File: config.mk
export PLATFORM = sky130hd
export DESIGN_NAME = id_stage
export DESIGN_NICKNAME = d
export VERILOG_FILES = /design/src/verilog/isa_pkg.sv /design/src/verilog/pipe_pkg.sv /design/src/verilog/inst_decoder.sv /design/src/verilog/load_use_hazard.sv /design/src/verilog/id_ex_reg.sv /design/src/verilog/id_stage.sv
export SDC_FILE = /design/constraint.sdc
export NUM_CORES = 1
export LEC_CHECK = 0
export BUFFER_PORTS_ARGS = -buffer_cell sky130_fd_sc_hd__buf_4
export CAP_MARGIN = 10
export CORE_MARGIN = 2
export CORE_UTILIZATION = 50
export DETAILED_ROUTE_END_ITERATION = 8
export PLACE_DENSITY = 0.89
export SLEW_MARGIN = 0
export SYNTH_ARGS = -nofsm -noshare
export SYNTH_HDL_FRONTEND = slang
export SYNTH_SLANG_ARGS = --single-unit
File: constraint.sdc
create_clock -name clk -period 4.3 [get_ports clk]
set_input_delay 0.215 -clock clk [delete_from_list [all_inputs] [get_ports clk]]
set_output_delay 0.215 -clock clk [all_outputs]
set_load 0.1 [all_outputs]
File: src/verilog/isa_pkg.sv
`default_nettype none

package isa_pkg;

    typedef logic [31:0] word_t;
    typedef logic [4:0]  reg_addr_t;

    localparam reg_addr_t REG_RA = 5'd31;   // Link register

    ////////////////////////////////////////
    // Major opcodes
    ////////////////////////////////////////
    localparam logic [5:0] OP_SPECIAL = 6'b000000;
    localparam logic [5:0] OP_REGIMM  = 6'b000001;
    localparam logic [5:0] OP_J       = 6'b000010;
    localparam logic [5:0] OP_JAL     = 6'b000011;
    localparam logic [5:0] OP_BEQ     = 6'b000100;
    localparam logic [5:0] OP_BNE     = 6'b000101;
    localparam logic [5:0] OP_BLEZ    = 6'b000110;
    localparam logic [5:0] OP_BGTZ    = 6'b000111;
    localparam logic [5:0] OP_ADDI    = 6'b001000;
    localparam logic [5:0] OP_ADDIU   = 6'b001001;
    localparam logic [5:0] OP_SLTI    = 6'b001010;
    localparam logic [5:0] OP_SLTIU   = 6'b001011;
    localparam logic [5:0] OP_ANDI    = 6'b001100;
    localparam logic [5:0] OP_ORI     = 6'b001101;
    localparam logic [5:0] OP_XORI    = 6'b001110;
    localparam logic [5:0] OP_LUI     = 6'b001111;
    localparam logic [5:0] OP_COP0    = 6'b010000;
    localparam logic [5:0] OP_LW      = 6'b100011;
    localparam logic [5:0] OP_SW      = 6'b101011;

    // SPECIAL function field
    localparam logic [5:0] FN_AND  = 6'b100100;
    localparam logic [5:0] FN_OR   = 6'b100101;
    localparam logic [5:0] FN_XOR  = 6'b100110;
    localparam logic [5:0] FN_NOR  = 6'b100111;
    localparam logic [5:0] FN_SLL  = 6'b000000;
    localparam logic [5:0] FN_SRL  = 6'b000010;
    localparam logic [5:0] FN_SRA  = 6'b000011;
    localparam logic [5:0] FN_SLLV = 6'b000100;
    localparam logic [5:0] FN_SRLV = 6'b000110;
    localparam logic [5:0] FN_SRAV = 6'b000111;
    localparam logic [5:0] FN_ADD  = 6'b100000;
    localparam logic [5:0] FN_ADDU = 6'b100001;
    localparam logic [5:0] FN_SUB  = 6'b100010;
    localparam logic [5:0] FN_SUBU = 6'b100011;
    localparam logic [5:0] FN_SLT  = 6'b101010;
    localparam logic [5:0] FN_SLTU = 6'b101011;
    localparam logic [5:0] FN_JR   = 6'b001000;
    localparam logic [5:0] FN_JALR = 6'b001001;

    localparam logic [4:0] RT_BLTZ = 5'b00000;   // REGIMM rt field
    localparam logic [4:0] RT_BGEZ = 5'b00001;
    localparam logic [4:0] RS_MFC0 = 5'b00000;   // COP0 rs field
    localparam logic [4:0] RS_MTC0 = 5'b00100;
    localparam logic [4:0] RS_ERET = 5'b10000;   // CO bit set

    typedef struct packed {
        logic [5:0] opcode;
        reg_addr_t  rs;
        reg_addr_t  rt;
        reg_addr_t  rd;
        logic [4:0] shamt;
        logic [5:0] funct;
    } r_fmt_t;

    typedef struct packed {
        logic [5:0]  opcode;
        reg_addr_t   rs;
        reg_addr_t   rt;
        logic [15:0] imm16;
    } i_fmt_t;

    typedef struct packed {
        logic [5:0]  opcode;
        logic [25:0] index26;
    } j_fmt_t;

    // One instruction word, three field layouts
    typedef union packed {
        r_fmt_t r_fmt;
        i_fmt_t i_fmt;
        j_fmt_t j_fmt;
    } inst_u;

endpackage

`default_nettype wire

File: src/verilog/pipe_pkg.sv
`default_nettype none

package pipe_pkg;

    import isa_pkg::*;

    typedef enum logic [2:0] {
        SEL_NOP         = 3'd0,
        SEL_LOGIC       = 3'd1,
        SEL_SHIFT       = 3'd2,
        SEL_ARITH       = 3'd3,
        SEL_MOVE        = 3'd4,
        SEL_JUMP_BRANCH = 3'd5,
        SEL_LOAD_STORE  = 3'd6
    } alu_sel_e;

    // Upper nibble follows the operation class
    typedef enum logic [7:0] {
        NOP_OP  = 8'h00,
        AND_OP  = 8'h10, OR_OP   = 8'h11, XOR_OP  = 8'h12, NOR_OP  = 8'h13,
        SLL_OP  = 8'h20, SRL_OP  = 8'h21, SRA_OP  = 8'h22,
        ADD_OP  = 8'h30, ADDU_OP = 8'h31, SUB_OP  = 8'h32, SUBU_OP = 8'h33,
        SLT_OP  = 8'h34, SLTU_OP = 8'h35,
        MFC0_OP = 8'h40, MTC0_OP = 8'h41,
        JR_OP   = 8'h50, JALR_OP = 8'h51, J_OP    = 8'h52, JAL_OP  = 8'h53,
        BEQ_OP  = 8'h54, BNE_OP  = 8'h55, BGTZ_OP = 8'h56, BLEZ_OP = 8'h57,
        BGEZ_OP = 8'h58, BLTZ_OP = 8'h59,
        LW_OP   = 8'h60, SW_OP   = 8'h61,
        ERET_OP = 8'h70
    } alu_op_e;

    ////////////////////////////////////////
    // Stage bundles
    ////////////////////////////////////////
    typedef struct packed {
        logic      reg1_read;
        reg_addr_t reg1_addr;
        logic      reg2_read;
        reg_addr_t reg2_addr;
    } rd_req_t;

    typedef struct packed {
        alu_sel_e  alusel;
        alu_op_e   aluop;
        logic      w_reg;
        reg_addr_t w_dest;
        word_t     imm;
        logic      valid;   // Low for a bubble
    } id_ex_t;

    typedef struct packed {
        logic  inst_invalid;
        logic  is_eret;
        word_t pc;
    } except_t;

    typedef struct packed {
        logic  taken;
        word_t target;
    } jump_t;

endpackage

`default_nettype wire

File: src/verilog/inst_decoder.sv
`timescale 1ns/1ps
`default_nettype none

module inst_decoder (
    input  isa_pkg::inst_u     inst_i,
    input  isa_pkg::word_t     pc_i,
    output pipe_pkg::id_ex_t   ex_o,
    output pipe_pkg::except_t  exc_o,
    output pipe_pkg::rd_req_t  rd_req_o,
    output pipe_pkg::jump_t    jump_o
);

    import isa_pkg::*;
    import pipe_pkg::*;

    // Operation class is fixed by the operation
    function automatic alu_sel_e sel_of(input alu_op_e op);
        case (op)
            AND_OP, OR_OP, XOR_OP, NOR_OP:
                sel_of = SEL_LOGIC;
            SLL_OP, SRL_OP, SRA_OP:
                sel_of = SEL_SHIFT;
            ADD_OP, ADDU_OP, SUB_OP, SUBU_OP, SLT_OP, SLTU_OP:
                sel_of = SEL_ARITH;
            MFC0_OP, MTC0_OP:
                sel_of = SEL_MOVE;
            JR_OP, JALR_OP, J_OP, JAL_OP, BEQ_OP, BNE_OP,
            BGTZ_OP, BLEZ_OP, BGEZ_OP, BLTZ_OP:
                sel_of = SEL_JUMP_BRANCH;
            LW_OP, SW_OP:
                sel_of = SEL_LOAD_STORE;
            default:
                sel_of = SEL_NOP;   // NOP and ERET
        endcase
    endfunction

    alu_op_e op;
    logic    known;
    word_t   pc_plus_4;
    word_t   j_target;
    word_t   sext_imm;
    word_t   zext_imm;

    assign pc_plus_4 = pc_i + 32'd4;
    assign j_target  = {pc_plus_4[31:28], inst_i.j_fmt.index26, 2'b00};
    assign sext_imm  = {{16{inst_i.i_fmt.imm16[15]}}, inst_i.i_fmt.imm16};
    assign zext_imm  = {16'h0000, inst_i.i_fmt.imm16};

    always_comb begin
        op                 = NOP_OP;
        known              = 1'b0;
        rd_req_o.reg1_read = 1'b0;
        rd_req_o.reg1_addr = inst_i.r_fmt.rs;
        rd_req_o.reg2_read = 1'b0;
        rd_req_o.reg2_addr = inst_i.r_fmt.rt;
        ex_o.w_reg         = 1'b0;
        ex_o.w_dest        = inst_i.r_fmt.rd;
        ex_o.imm           = '0;
        exc_o.is_eret      = 1'b0;
        jump_o.taken       = 1'b0;
        jump_o.target      = '0;

        case (inst_i.r_fmt.opcode)
            OP_SPECIAL: begin
                case (inst_i.r_fmt.funct)
                    FN_AND:  op = AND_OP;
                    FN_OR:   op = OR_OP;
                    FN_XOR:  op = XOR_OP;
                    FN_NOR:  op = NOR_OP;
                    FN_SLLV: op = SLL_OP;
                    FN_SRLV: op = SRL_OP;
                    FN_SRAV: op = SRA_OP;
                    FN_ADD:  op = ADD_OP;
                    FN_ADDU: op = ADDU_OP;
                    FN_SUB:  op = SUB_OP;
                    FN_SUBU: op = SUBU_OP;
                    FN_SLT:  op = SLT_OP;
                    FN_SLTU: op = SLTU_OP;
                    FN_JR:   op = JR_OP;
                    FN_JALR: op = JALR_OP;
                    default: op = NOP_OP;
                endcase
                if (op != NOP_OP) begin
                    known              = 1'b1;
                    rd_req_o.reg1_read = 1'b1;
                    rd_req_o.reg2_read = (op != JR_OP) && (op != JALR_OP);
                    ex_o.w_reg         = (op != JR_OP);
                end
                // Shift amount of constant shifts rides in imm
                if (inst_i.r_fmt.rs == '0 && (inst_i.r_fmt.funct == FN_SLL ||
                    inst_i.r_fmt.funct == FN_SRL || inst_i.r_fmt.funct == FN_SRA)) begin
                    case (inst_i.r_fmt.funct)
                        FN_SRL:  op = SRL_OP;
                        FN_SRA:  op = SRA_OP;
                        default: op = SLL_OP;
                    endcase
                    known              = 1'b1;
                    rd_req_o.reg2_read = 1'b1;
                    ex_o.w_reg         = 1'b1;
                    ex_o.imm           = {27'd0, inst_i.r_fmt.shamt};
                end
            end

            OP_REGIMM: begin
                case (inst_i.r_fmt.rt)
                    RT_BGEZ: op = BGEZ_OP;
                    RT_BLTZ: op = BLTZ_OP;
                    default: op = NOP_OP;
                endcase
                known              = (op != NOP_OP);
                rd_req_o.reg1_read = known;
                ex_o.imm           = sext_imm;   // Branch offset
            end

            OP_COP0: begin
                case (inst_i.r_fmt.rs)
                    RS_MFC0: begin
                        op          = MFC0_OP;
                        ex_o.w_reg  = 1'b1;
                        ex_o.w_dest = inst_i.r_fmt.rt;
                    end
                    RS_MTC0: begin
                        op                 = MTC0_OP;
                        rd_req_o.reg1_read = 1'b1;
                        rd_req_o.reg1_addr = inst_i.r_fmt.rt;
                    end
                    RS_ERET: begin
                        op            = ERET_OP;
                        exc_o.is_eret = 1'b1;
                    end
                    default: op = NOP_OP;
                endcase
                known = (op != NOP_OP);
            end

            ////////////////////////////////////////
            // Memory, jumps and branches
            ////////////////////////////////////////
            OP_LW, OP_SW: begin
                op                 = (inst_i.r_fmt.opcode == OP_LW) ? LW_OP : SW_OP;
                known              = 1'b1;
                rd_req_o.reg1_read = 1'b1;                // Base
                rd_req_o.reg2_read = (op == SW_OP);       // Store data
                ex_o.w_reg         = (op == LW_OP);
                ex_o.w_dest        = inst_i.i_fmt.rt;
                ex_o.imm           = sext_imm;
            end

            OP_J, OP_JAL: begin
                op            = (inst_i.r_fmt.opcode == OP_JAL) ? JAL_OP : J_OP;
                known         = 1'b1;
                ex_o.w_reg    = (op == JAL_OP);
                ex_o.w_dest   = REG_RA;
                jump_o.taken  = 1'b1;
                jump_o.target = j_target;
            end

            OP_BEQ, OP_BNE: begin
                op                 = (inst_i.r_fmt.opcode == OP_BEQ) ? BEQ_OP : BNE_OP;
                known              = 1'b1;
                rd_req_o.reg1_read = 1'b1;
                rd_req_o.reg2_read = 1'b1;
                ex_o.imm           = sext_imm;
            end

            OP_BGTZ, OP_BLEZ: begin
                op                 = (inst_i.r_fmt.opcode == OP_BGTZ) ? BGTZ_OP : BLEZ_OP;
                known              = 1'b1;
                rd_req_o.reg1_read = 1'b1;
                ex_o.imm           = sext_imm;
            end

            OP_ORI, OP_ANDI, OP_XORI, OP_LUI: begin
                case (inst_i.r_fmt.opcode)
                    OP_ANDI: op = AND_OP;
                    OP_XORI: op = XOR_OP;
                    default: op = OR_OP;   // ORI and LUI as rs | imm
                endcase
                known              = 1'b1;
                rd_req_o.reg1_read = 1'b1;
                ex_o.w_reg         = 1'b1;
                ex_o.w_dest        = inst_i.i_fmt.rt;
                ex_o.imm           = (inst_i.r_fmt.opcode == OP_LUI) ?
                                     {inst_i.i_fmt.imm16, 16'h0000} : zext_imm;
            end

            OP_ADDI, OP_ADDIU, OP_SLTI, OP_SLTIU: begin
                case (inst_i.r_fmt.opcode)
                    OP_ADDIU: op = ADDU_OP;
                    OP_SLTI:  op = SLT_OP;
                    OP_SLTIU: op = SLTU_OP;
                    default:  op = ADD_OP;
                endcase
                known              = 1'b1;
                rd_req_o.reg1_read = 1'b1;
                ex_o.w_reg         = 1'b1;
                ex_o.w_dest        = inst_i.i_fmt.rt;
                ex_o.imm           = sext_imm;
            end

            default: op = NOP_OP;
        endcase

        ex_o.aluop         = op;
        ex_o.alusel        = sel_of(op);
        ex_o.valid         = 1'b1;   // A word is always present in ID
        exc_o.inst_invalid = ~known;
        exc_o.pc           = pc_i;
    end

endmodule

`default_nettype wire

File: src/verilog/load_use_hazard.sv
`timescale 1ns/1ps
`default_nettype none

module load_use_hazard (
    input  pipe_pkg::rd_req_t rd_req_i,
    input  pipe_pkg::id_ex_t  ex_i,
    output logic              stall_o
);

    import pipe_pkg::*;

    logic ex_is_load;
    logic hit1;
    logic hit2;

    assign ex_is_load = (ex_i.aluop == LW_OP);
    assign hit1       = rd_req_i.reg1_read && (rd_req_i.reg1_addr == ex_i.w_dest);
    assign hit2       = rd_req_i.reg2_read && (rd_req_i.reg2_addr == ex_i.w_dest);

    // r0 never carries a loaded value
    assign stall_o = ex_is_load && (ex_i.w_dest != '0) && (hit1 || hit2);

endmodule

`default_nettype wire

File: src/verilog/id_ex_reg.sv
`timescale 1ns/1ps
`default_nettype none

module id_ex_reg (
    input  logic              clk,
    input  logic              rst_i,
    input  logic              flush_i,
    input  pipe_pkg::id_ex_t  ex_i,
    input  pipe_pkg::except_t exc_i,
    output pipe_pkg::id_ex_t  ex_o,
    output pipe_pkg::except_t exc_o
);

    // All-zero bubble means NOP with no write and no flags
    always_ff @(posedge clk) begin
        if (rst_i || flush_i) begin
            ex_o  <= '0;
            exc_o <= '0;
        end else begin
            ex_o  <= ex_i;
            exc_o <= exc_i;   // Invalid words pass on as valid with the flag
        end
    end

endmodule

`default_nettype wire

File: src/verilog/id_stage.sv
`timescale 1ns/1ps
`default_nettype none

module id_stage (
    input  logic              clk,
    input  logic              rst_i,
    input  isa_pkg::inst_u    inst_i,
    input  isa_pkg::word_t    pc_i,
    output pipe_pkg::rd_req_t rd_req_o,
    output pipe_pkg::jump_t   jump_o,
    output logic              stall_o,
    output pipe_pkg::id_ex_t  ex_o,
    output pipe_pkg::except_t exc_o
);

    import pipe_pkg::*;

    id_ex_t  dec_ex;
    except_t dec_exc;
    rd_req_t dec_rd_req;
    jump_t   dec_jump;

    inst_decoder u_decoder (
        .inst_i   (inst_i),
        .pc_i     (pc_i),
        .ex_o     (dec_ex),
        .exc_o    (dec_exc),
        .rd_req_o (dec_rd_req),
        .jump_o   (dec_jump)
    );

    assign rd_req_o = dec_rd_req;
    assign jump_o   = dec_jump;

    // EX side comes from our own ID/EX register
    load_use_hazard u_hazard (
        .rd_req_i (dec_rd_req),
        .ex_i     (ex_o),
        .stall_o  (stall_o)
    );

    id_ex_reg u_id_ex (
        .clk     (clk),
        .rst_i   (rst_i),
        .flush_i (stall_o),   // Bubble while the load is in EX
        .ex_i    (dec_ex),
        .exc_i   (dec_exc),
        .ex_o    (ex_o),
        .exc_o   (exc_o)
    );

endmodule

`default_nettype wire

==> summary.txt, run 1 <==
Outcome
  • Outcome: complete, no violations

Worst hold path
  • HP Class: input port to flop
  • Endpoint, Worst Hold: u_id_ex.exc_o[32]$_SDFF_PP0_
  • Hold_sp: rst_i
  • Hold path cells: 2

STA
  • Tcrit/Tclk final: 0.717
  • Final Slew Violations: 0
  • Post-route setup slack: 1.22 ns
  • Minimum clock period: 3.08 ns
  • Slew margin rel.: 0.330
  • Setup TNS: 0 ns
  • Fin. Hold Viols: 0
  • Layout Skew: 0.00908 ns
  • Peak Freq: 324 MHz
  • Least-Margin Pin Slew: 1.00 ns
  • Final setup violation count: 0
  • Unrepaired setup endpoints after global routing: false

Floorplan
  • Die Ht: 92.8 um
  • Initial cell density of the core: 0.512
  • DIE AREA: 8600 um2
  • Ports: 196
  • Core box area: 7690 um2
  • Std-Cell Rows: 32
  • Die X-Extent: 92.8 um

Final layout
  • Area Growth Syn to Fin: 39.0%
  • Ant diodes: 0
  • Final Util: 0.712
  • Nets: 678
  • Layout cells sized above 1: 0.358
  • Non-Filler Instances: 719

Power
  • Power density cells: 348 nW/um2
  • Tot Pwr: 1.91 mW
  • Max VDD drop: 206 uV
  • P_leak: 2.43 nW

Detailed routing
  • Final wirelength: 13000 um
  • Routed WL per cell: 18.0 um
  • Pre-antenna DRT Iters: 5
  • Post-route DRC: 0
  • Post-route ant nets: 0
  • Vias: 4096
  • Drt via density: 5.70
  • DRT iter0 DRCs: 255

CTS
  • CTS max path bufs: 2
  • Setup bufs post-CTS: 0
  • Clock-pin slew on the worst setup and hold paths: 0.09 ns
  • # hold bufs at CTS: 0
  • Num CTS Buffers: 9
  • Root Buffer: clkbuf_8
  • Clock Sink Count: 83
  • # H-tree levels: 3
  • Clk_lat worst skew: 0.35 ns
  • CTS tree: built
  • Post-CTS Resized: 0

Logic synthesis
  • Top-count cell post-synth: dfxtp_1
  • Area leader, netlist: dfxtp_1
  • Number of flops mapped to enable cells by yosys: 0
  • Mean post-synth cell area: 8.81 um2
  • Ys async rst share: 0
  • Most used DFF post-synth: dfxtp_1
  • Largest cells by area after synthesis: dfxtp_1 (42%), nor3b_1 (6.3%), a211oi_1 (4.6%)
  • Post-synth top cells: dfxtp_1 (83), nand2_1 (36), nor3b_1 (33)
  • Ys Warns: 0
  • Synth Cell Area: 3940 um2
  • Cells after Synth: 447
  • Sequential element share of the synthesized area: 0.422
  • Post-synth top area share: 0.422
  • Count of cell types in the netlist: 57
  • FF+latch count, synth: 83

Setup path
  • Worst r2r src: u_id_ex.ex_o[45]$_SDFF_PP0_
  • Setup Crit Path Kind: flop to flop
  • Reg2reg end: u_id_ex.ex_o[33]$_SDFF_PP0_
  • Worst-case reg-to-reg path depth: 6
  • FF-to-FF setup slack: 1.22 ns
  • CP Launch Type: flop
  • CP Data Arrival Time: 3.28 ns
  • Worst endpoint required time: 4.50 ns
  • Crit Path Max Fanout: 41
  • Crit end category: flop

Placement
  • Port Buffer Count: 192
  • Post-Place Cells: 702
  • Gpl congestion: 0.952
  • Placement Setup Slack: 1.06 ns
  • Detailed Place HPWL: 9550 um

Global route
  • Total congestion overflow: 0
  • First-pass GRT wire length: 19900 um
  • GRT Overall Usage: 0.294
  • Initial antenna violation count: 0
  • Largest net degree at the start of global routing: 82
  • Vias in the first global route: 3830

Flow run
  • Max_cap viols: 0
-- state kept, by name, summed over array words and instances, names as in the netlist --
register	count
u_id_ex.ex_o	49
u_id_ex.exc_o	34
-- cells by family after synthesis --
| kind of cell | count (synthesis) | share of synthesized area |
|---|---|---|
| flops | 83 | 0.422 |
| xor+xnor | 14 | 0.0311 |
| compound gates | 78 | 0.145 |
| mux | 8 | 0.0206 |
| buf+inv | 58 | 0.0791 |
| other cells | 1 | 0.000952 |
| simple gates | 205 | 0.301 |
-- metrics by stage --
| stage | hold slack, ns | area, um2 |
|---|---|---|
| 2_1_floorplan | 0.287 | 3950 |
| 3_3_place_gp | 0.417 | 5290 |
| 3_5_place_dp | 0.417 | 5290 |
| 4_1_cts | 0.0440 | 5470 |
| 5_1_grt | 0.0525 | 5480 |
| 6_report | 0.0489 | 5480 |
-- report_power, final --
part / total (mW) / internal (mW) / switching [mW]
Sequential: 0.814 / 0.800 / 0.0141
Clock: 0.513 / 0.216 / 0.297
Combinational: 0.580 / 0.139 / 0.441
Total: 1.91 / 1.15 / 0.753
-- area by class of cell --
class                           instances  area [um2]
Fill cell                             625        2210
Multi-Input combinational cell        308        1970
Sequential cell                        83        1660
Timing Repair Buffer                  196        1480
Clock buffer                           10         128
Tap cell                              102         128
Inverter                               14        52.6
Clock inverter                          6        50.0
-- how the worst max path moves through the flow --
stage,from,end,slack (ns),cells past startpoint
CTS,u_id_ex.ex_o[45]$_SDFF_PP0_,u_id_ex.ex_o[33]$_SDFF_PP0_,1.27,6
floorplan,inst_i[26],stall_o,0.76,6
detailed placement,inst_i[26],u_id_ex.ex_o[33]$_SDFF_PP0_,1.06,8
global placement,inst_i[26],u_id_ex.ex_o[49]$_SDFF_PP0_,1.23,8
global route,u_id_ex.ex_o[45]$_SDFF_PP0_,u_id_ex.exc_o[22]$_SDFF_PP0_,1.06,6
finish,u_id_ex.ex_o[45]$_SDFF_PP0_,u_id_ex.ex_o[33]$_SDFF_PP0_,1.22,6
-- critical path: stages, from the launching register on --
cell and delay, ns:
dfxtp_1 0.35, nor4bb_1 0.66, o211ai_1 0.32, a2111oi_2 0.50, or2_2 0.70, buf_12 0.29, a211oi_1 0.08
-- layout by cell type, fill, tap and decap left out, types with 8 or more instances in the layout --
| master | netlist | layout |
|---|---|---|
| buf_4 | 8 | 195 |
| a211oi_1 | 24 | 24 |
| and2_1 | 21 | 21 |
| dfxtp_1 | 83 | 83 |
| clkbuf_8 | 0 | 9 |
| inv_1 | 14 | 14 |
| a21oi_1 | 15 | 15 |
| nor4_1 | 8 | 8 |
| nor3b_1 | 33 | 33 |
| nor3_1 | 28 | 28 |
| nand2_1 | 36 | 36 |
| nand4_1 | 12 | 12 |
| nor2_1 | 24 | 24 |
-- layer usage --
metal | GRT usage | wire length (um) | up-vias
met1 | 0.369 | 5160 | 1921
met4 | 0.0919 | 270 | 0
met3 | 0.0610 | 1020 | 22
li1 | - | - | 1935
met5 | 0 | 0 | -
met2 | 0.507 | 6520 | 218
Note: power is estimated with default switching activity, not from simulation.
==> inputs of run 2 (changes only) <==
- ABC_AREA: not set -> 1
- CORE_UTILIZATION: 50 -> 42
- PLACE_DENSITY: 0.89 -> 0.8
- clock period: 4.3 -> 2.7 ns (I/O delays scaled with it)
==> run 2 against run 1 <==
Die area rose by 19%. Synthesized cell count rose by 25%. Largest cell class unchanged. Highest routed layer unchanged. Setup slack got worse by 0.98 ns. Sequential power rose by 60%. Via count rose by 6.4%.
==> summary.txt, run 2 <==
Detailed routing
  • Pre-antenna DRT Iters: 5
  • Drt via density: 4.84
  • Vias: 4360
  • Final wirelength: 12900 um
  • Post-route ant nets: 0
  • DRT iter0 DRCs: 217
  • Routed WL per cell: 14.3 um
  • Post-route DRC: 0

Global route
  • GRT Overall Usage: 0.251
  • First-pass GRT wire length: 20300 um
  • Largest net degree at the start of global routing: 34
  • Initial antenna violation count: 0
  • Vias in the first global route: 4188
  • Total congestion overflow: 0

Final layout
  • Non-Filler Instances: 900
  • Fin area: 6060 um2
  • Largest reg by FF count: u_id_ex.ex_o
  • Nets: 832
  • Final Util: 0.656
  • Ant diodes: 0
  • Layout cells sized above 1: 0.392
  • Most common cell after layout, fill and taps aside: buf_4
  • Max FFs per register: 49
  • Area Growth Syn to Fin: 52.2%
  • Commonest cells after routing, fill and taps aside: buf_4 (197), inv_1 (92), nor2_1 (85)
  • Largest registers: u_id_ex.ex_o: 49 flops, u_id_ex.exc_o: 34 flops

Setup path
  • Setup Crit Path Kind: input port to primary output
  • Reg2reg end: u_id_ex.exc_o[3]$_SDFF_PP0_
  • Worst r2r src: u_id_ex.ex_o[33]$_SDFF_PP0_
  • CP Data Arrival Time: 2.33 ns
  • Worst endpoint required time: 2.57 ns
  • Crit end category: primary output
  • Crit Path Max Fanout: 4
  • FF-to-FF setup slack: 0.85 ns
  • CP Launch Type: input port
  • Worst-case reg-to-reg path depth: 10

Logic synthesis
  • FF+latch count, synth: 83
  • Number of flops mapped to enable cells by yosys: 0
  • Area leader, netlist: dfxtp_1
  • Sequential element share of the synthesized area: 0.417
  • Ys Warns: 0
  • Synth Cell Area: 3980 um2
  • Post-synth top cells: nor2_1 (112), inv_1 (93), dfxtp_1 (83)
  • Count of cell types in the netlist: 39
  • Cells after Synth: 559
  • Most used DFF post-synth: dfxtp_1
  • Top-count cell post-synth: nor2_1
  • Largest cells by area after synthesis: dfxtp_1 (42%), nor2_1 (11%), inv_1 (8.8%)
  • Mean post-synth cell area: 7.12 um2
  • Ys async rst share: 0
  • Post-synth top area share: 0.417

Placement
  • Detailed Place HPWL: 9880 um
  • Placed inst area: 5670 um2
  • Post-Place Cells: 865
  • Placement Setup Slack: 0.560 ns
  • Gpl congestion: 0.875
  • Port Buffer Count: 192

STA
  • Peak Freq: 406 MHz
  • Setup TNS: 0 ns
  • Tcrit/Tclk final: 0.912
  • Least-Margin Pin Slew: 0.674 ns
  • Final setup violation count: 0
  • WHS: 0.0167 ns
  • Slew margin rel.: 0.550
  • Final Slew Violations: 0
  • Minimum clock period: 2.46 ns
  • Post-route setup slack: 0.237 ns
  • Fin. Hold Viols: 0
  • Unrepaired setup endpoints after global routing: false
  • Layout Skew: 0.0186 ns

Floorplan
  • DIE AREA: 10300 um2
  • Die Ht: 101 um
  • Die X-Extent: 101 um
  • Std-Cell Rows: 35
  • Ports: 196
  • Core box area: 9240 um2
  • Initial cell density of the core: 0.431

CTS
  • Root Buffer: clkbuf_8
  • Clock-pin slew on the worst setup and hold paths: 0.10 ns
  • Clock Sink Count: 83
  • # H-tree levels: 3
  • CTS max path bufs: 2
  • Clk_lat worst skew: 0.36 ns
  • CTS tree: built
  • Setup bufs post-CTS: 0
  • Num CTS Buffers: 9

Worst hold path
  • Hold path cells: 3
  • Endpoint, Worst Hold: u_id_ex.exc_o[26]$_SDFF_PP0_
  • Hold_sp: pc_i[26]
  • HP Class: input port to flop

Power
  • Max VDD drop: 307 uV
  • Power density cells: 534 nW/um2
  • P_leak: 3.10 nW
  • Sw Pwr: 1.28 mW
  • Tot Pwr: 3.24 mW
  • Clock Power Share: 0.281
  • Internal power: 1.96 mW
  • Sequential power share: 0.402
  • Combinational power share: 0.317
  • Sw Share: 0.395

Flow run
  • Max_cap viols: 0

Outcome
  • Outcome: complete, no violations
-- run 2: cell count changes in the layout (fill, tap and decap cells not counted), moves of 13 or more --
| cell | change |
|---|---|
| nor3b_1 | -33 |
| nor2_1 | +61 |
| a21oi_1 | +13 |
| a211oi_1 | -24 |
| inv_1 | +78 |
| dlygate4sd3_1 | +19 |
| and2_1 | -20 |
| nor2_2 | +46 |
| nand3_1 | +21 |
| nand2_1 | +33 |
| nor3_1 | -23 |
| nor2_4 | +24 |
-- run 2: final cells by class --
type,count,area (um2)
timing repair buffer,218,1710
multi-input combinational,357,1970
clock inverter,6,71.3
sequential,83,1660
tap,129,161
fill,783,3180
inverter,97,364
clock buffer,10,128
-- run 2: worst max-delay path by stage --
stage          startpoint                          end  slack [ns]
6_report         pc_i[14]                   jump_o[30]        0.24
5_1_grt          pc_i[13]                   jump_o[30]        0.03
4_1_cts          pc_i[14]                   jump_o[30]        0.23
3_5_place_dp   inst_i[24]  u_id_ex.ex_o[39]$_SDFF_PP0_        0.56
3_3_place_gp   inst_i[27]   u_id_ex.ex_o[1]$_SDFF_PP0_        0.62
2_1_floorplan  inst_i[31]                   jump_o[30]        0.07
-- run 2: logic make-up (layout without fill, tap and decap cells) --
family                 after synthesis  after routing  share of synthesized area
other                                1              3                   0.000942
buffers and inverters              121            331                      0.141
flip-flops                          83             83                      0.417
AO/OA/AOI/OAI                       65             65                     0.0961
AND/OR/NAND/NOR                    289            289                      0.344
-- run 2: power groups by stage --
stage               sequential, mW  combinational [mW]  clock [mW]
finish                        1.30                1.03       0.909
floorplan                     1.72               0.360           0
CTS                           1.30                1.02       0.929
global route                  1.31                1.08       0.982
global placement              1.33               0.994           0
detailed placement            1.33               0.999           0
-- run 2: critical path, cell delays in order --
cell	delay (ns)
dlygate4sd3_1	0.53
buf_4	0.11
nand4_1	0.09
nor4_1	0.41
nand4_1	0.28
nor2_1	0.15
a21oi_1	0.11
nor3_4	0.19
buf_4	0.32
-- run 2: what timing repair did --
action,4_1_cts,5_1_grt
endpoints found under the hold margin,18,1
hold buffers,18,1
gates resized for setup,0,0
-- run 2: metal layers --
| metal | track usage | up-vias | wire length (um) |
|---|---|---|---|
| li1 | - | 2159 | - |
| met1 | 0.308 | 1999 | 5400 |
| met2 | 0.437 | 180 | 6330 |
| met3 | 0.0573 | 22 | 898 |
| met4 | 0.0769 | 0 | 261 |
| met5 | 0 | - | 0 |
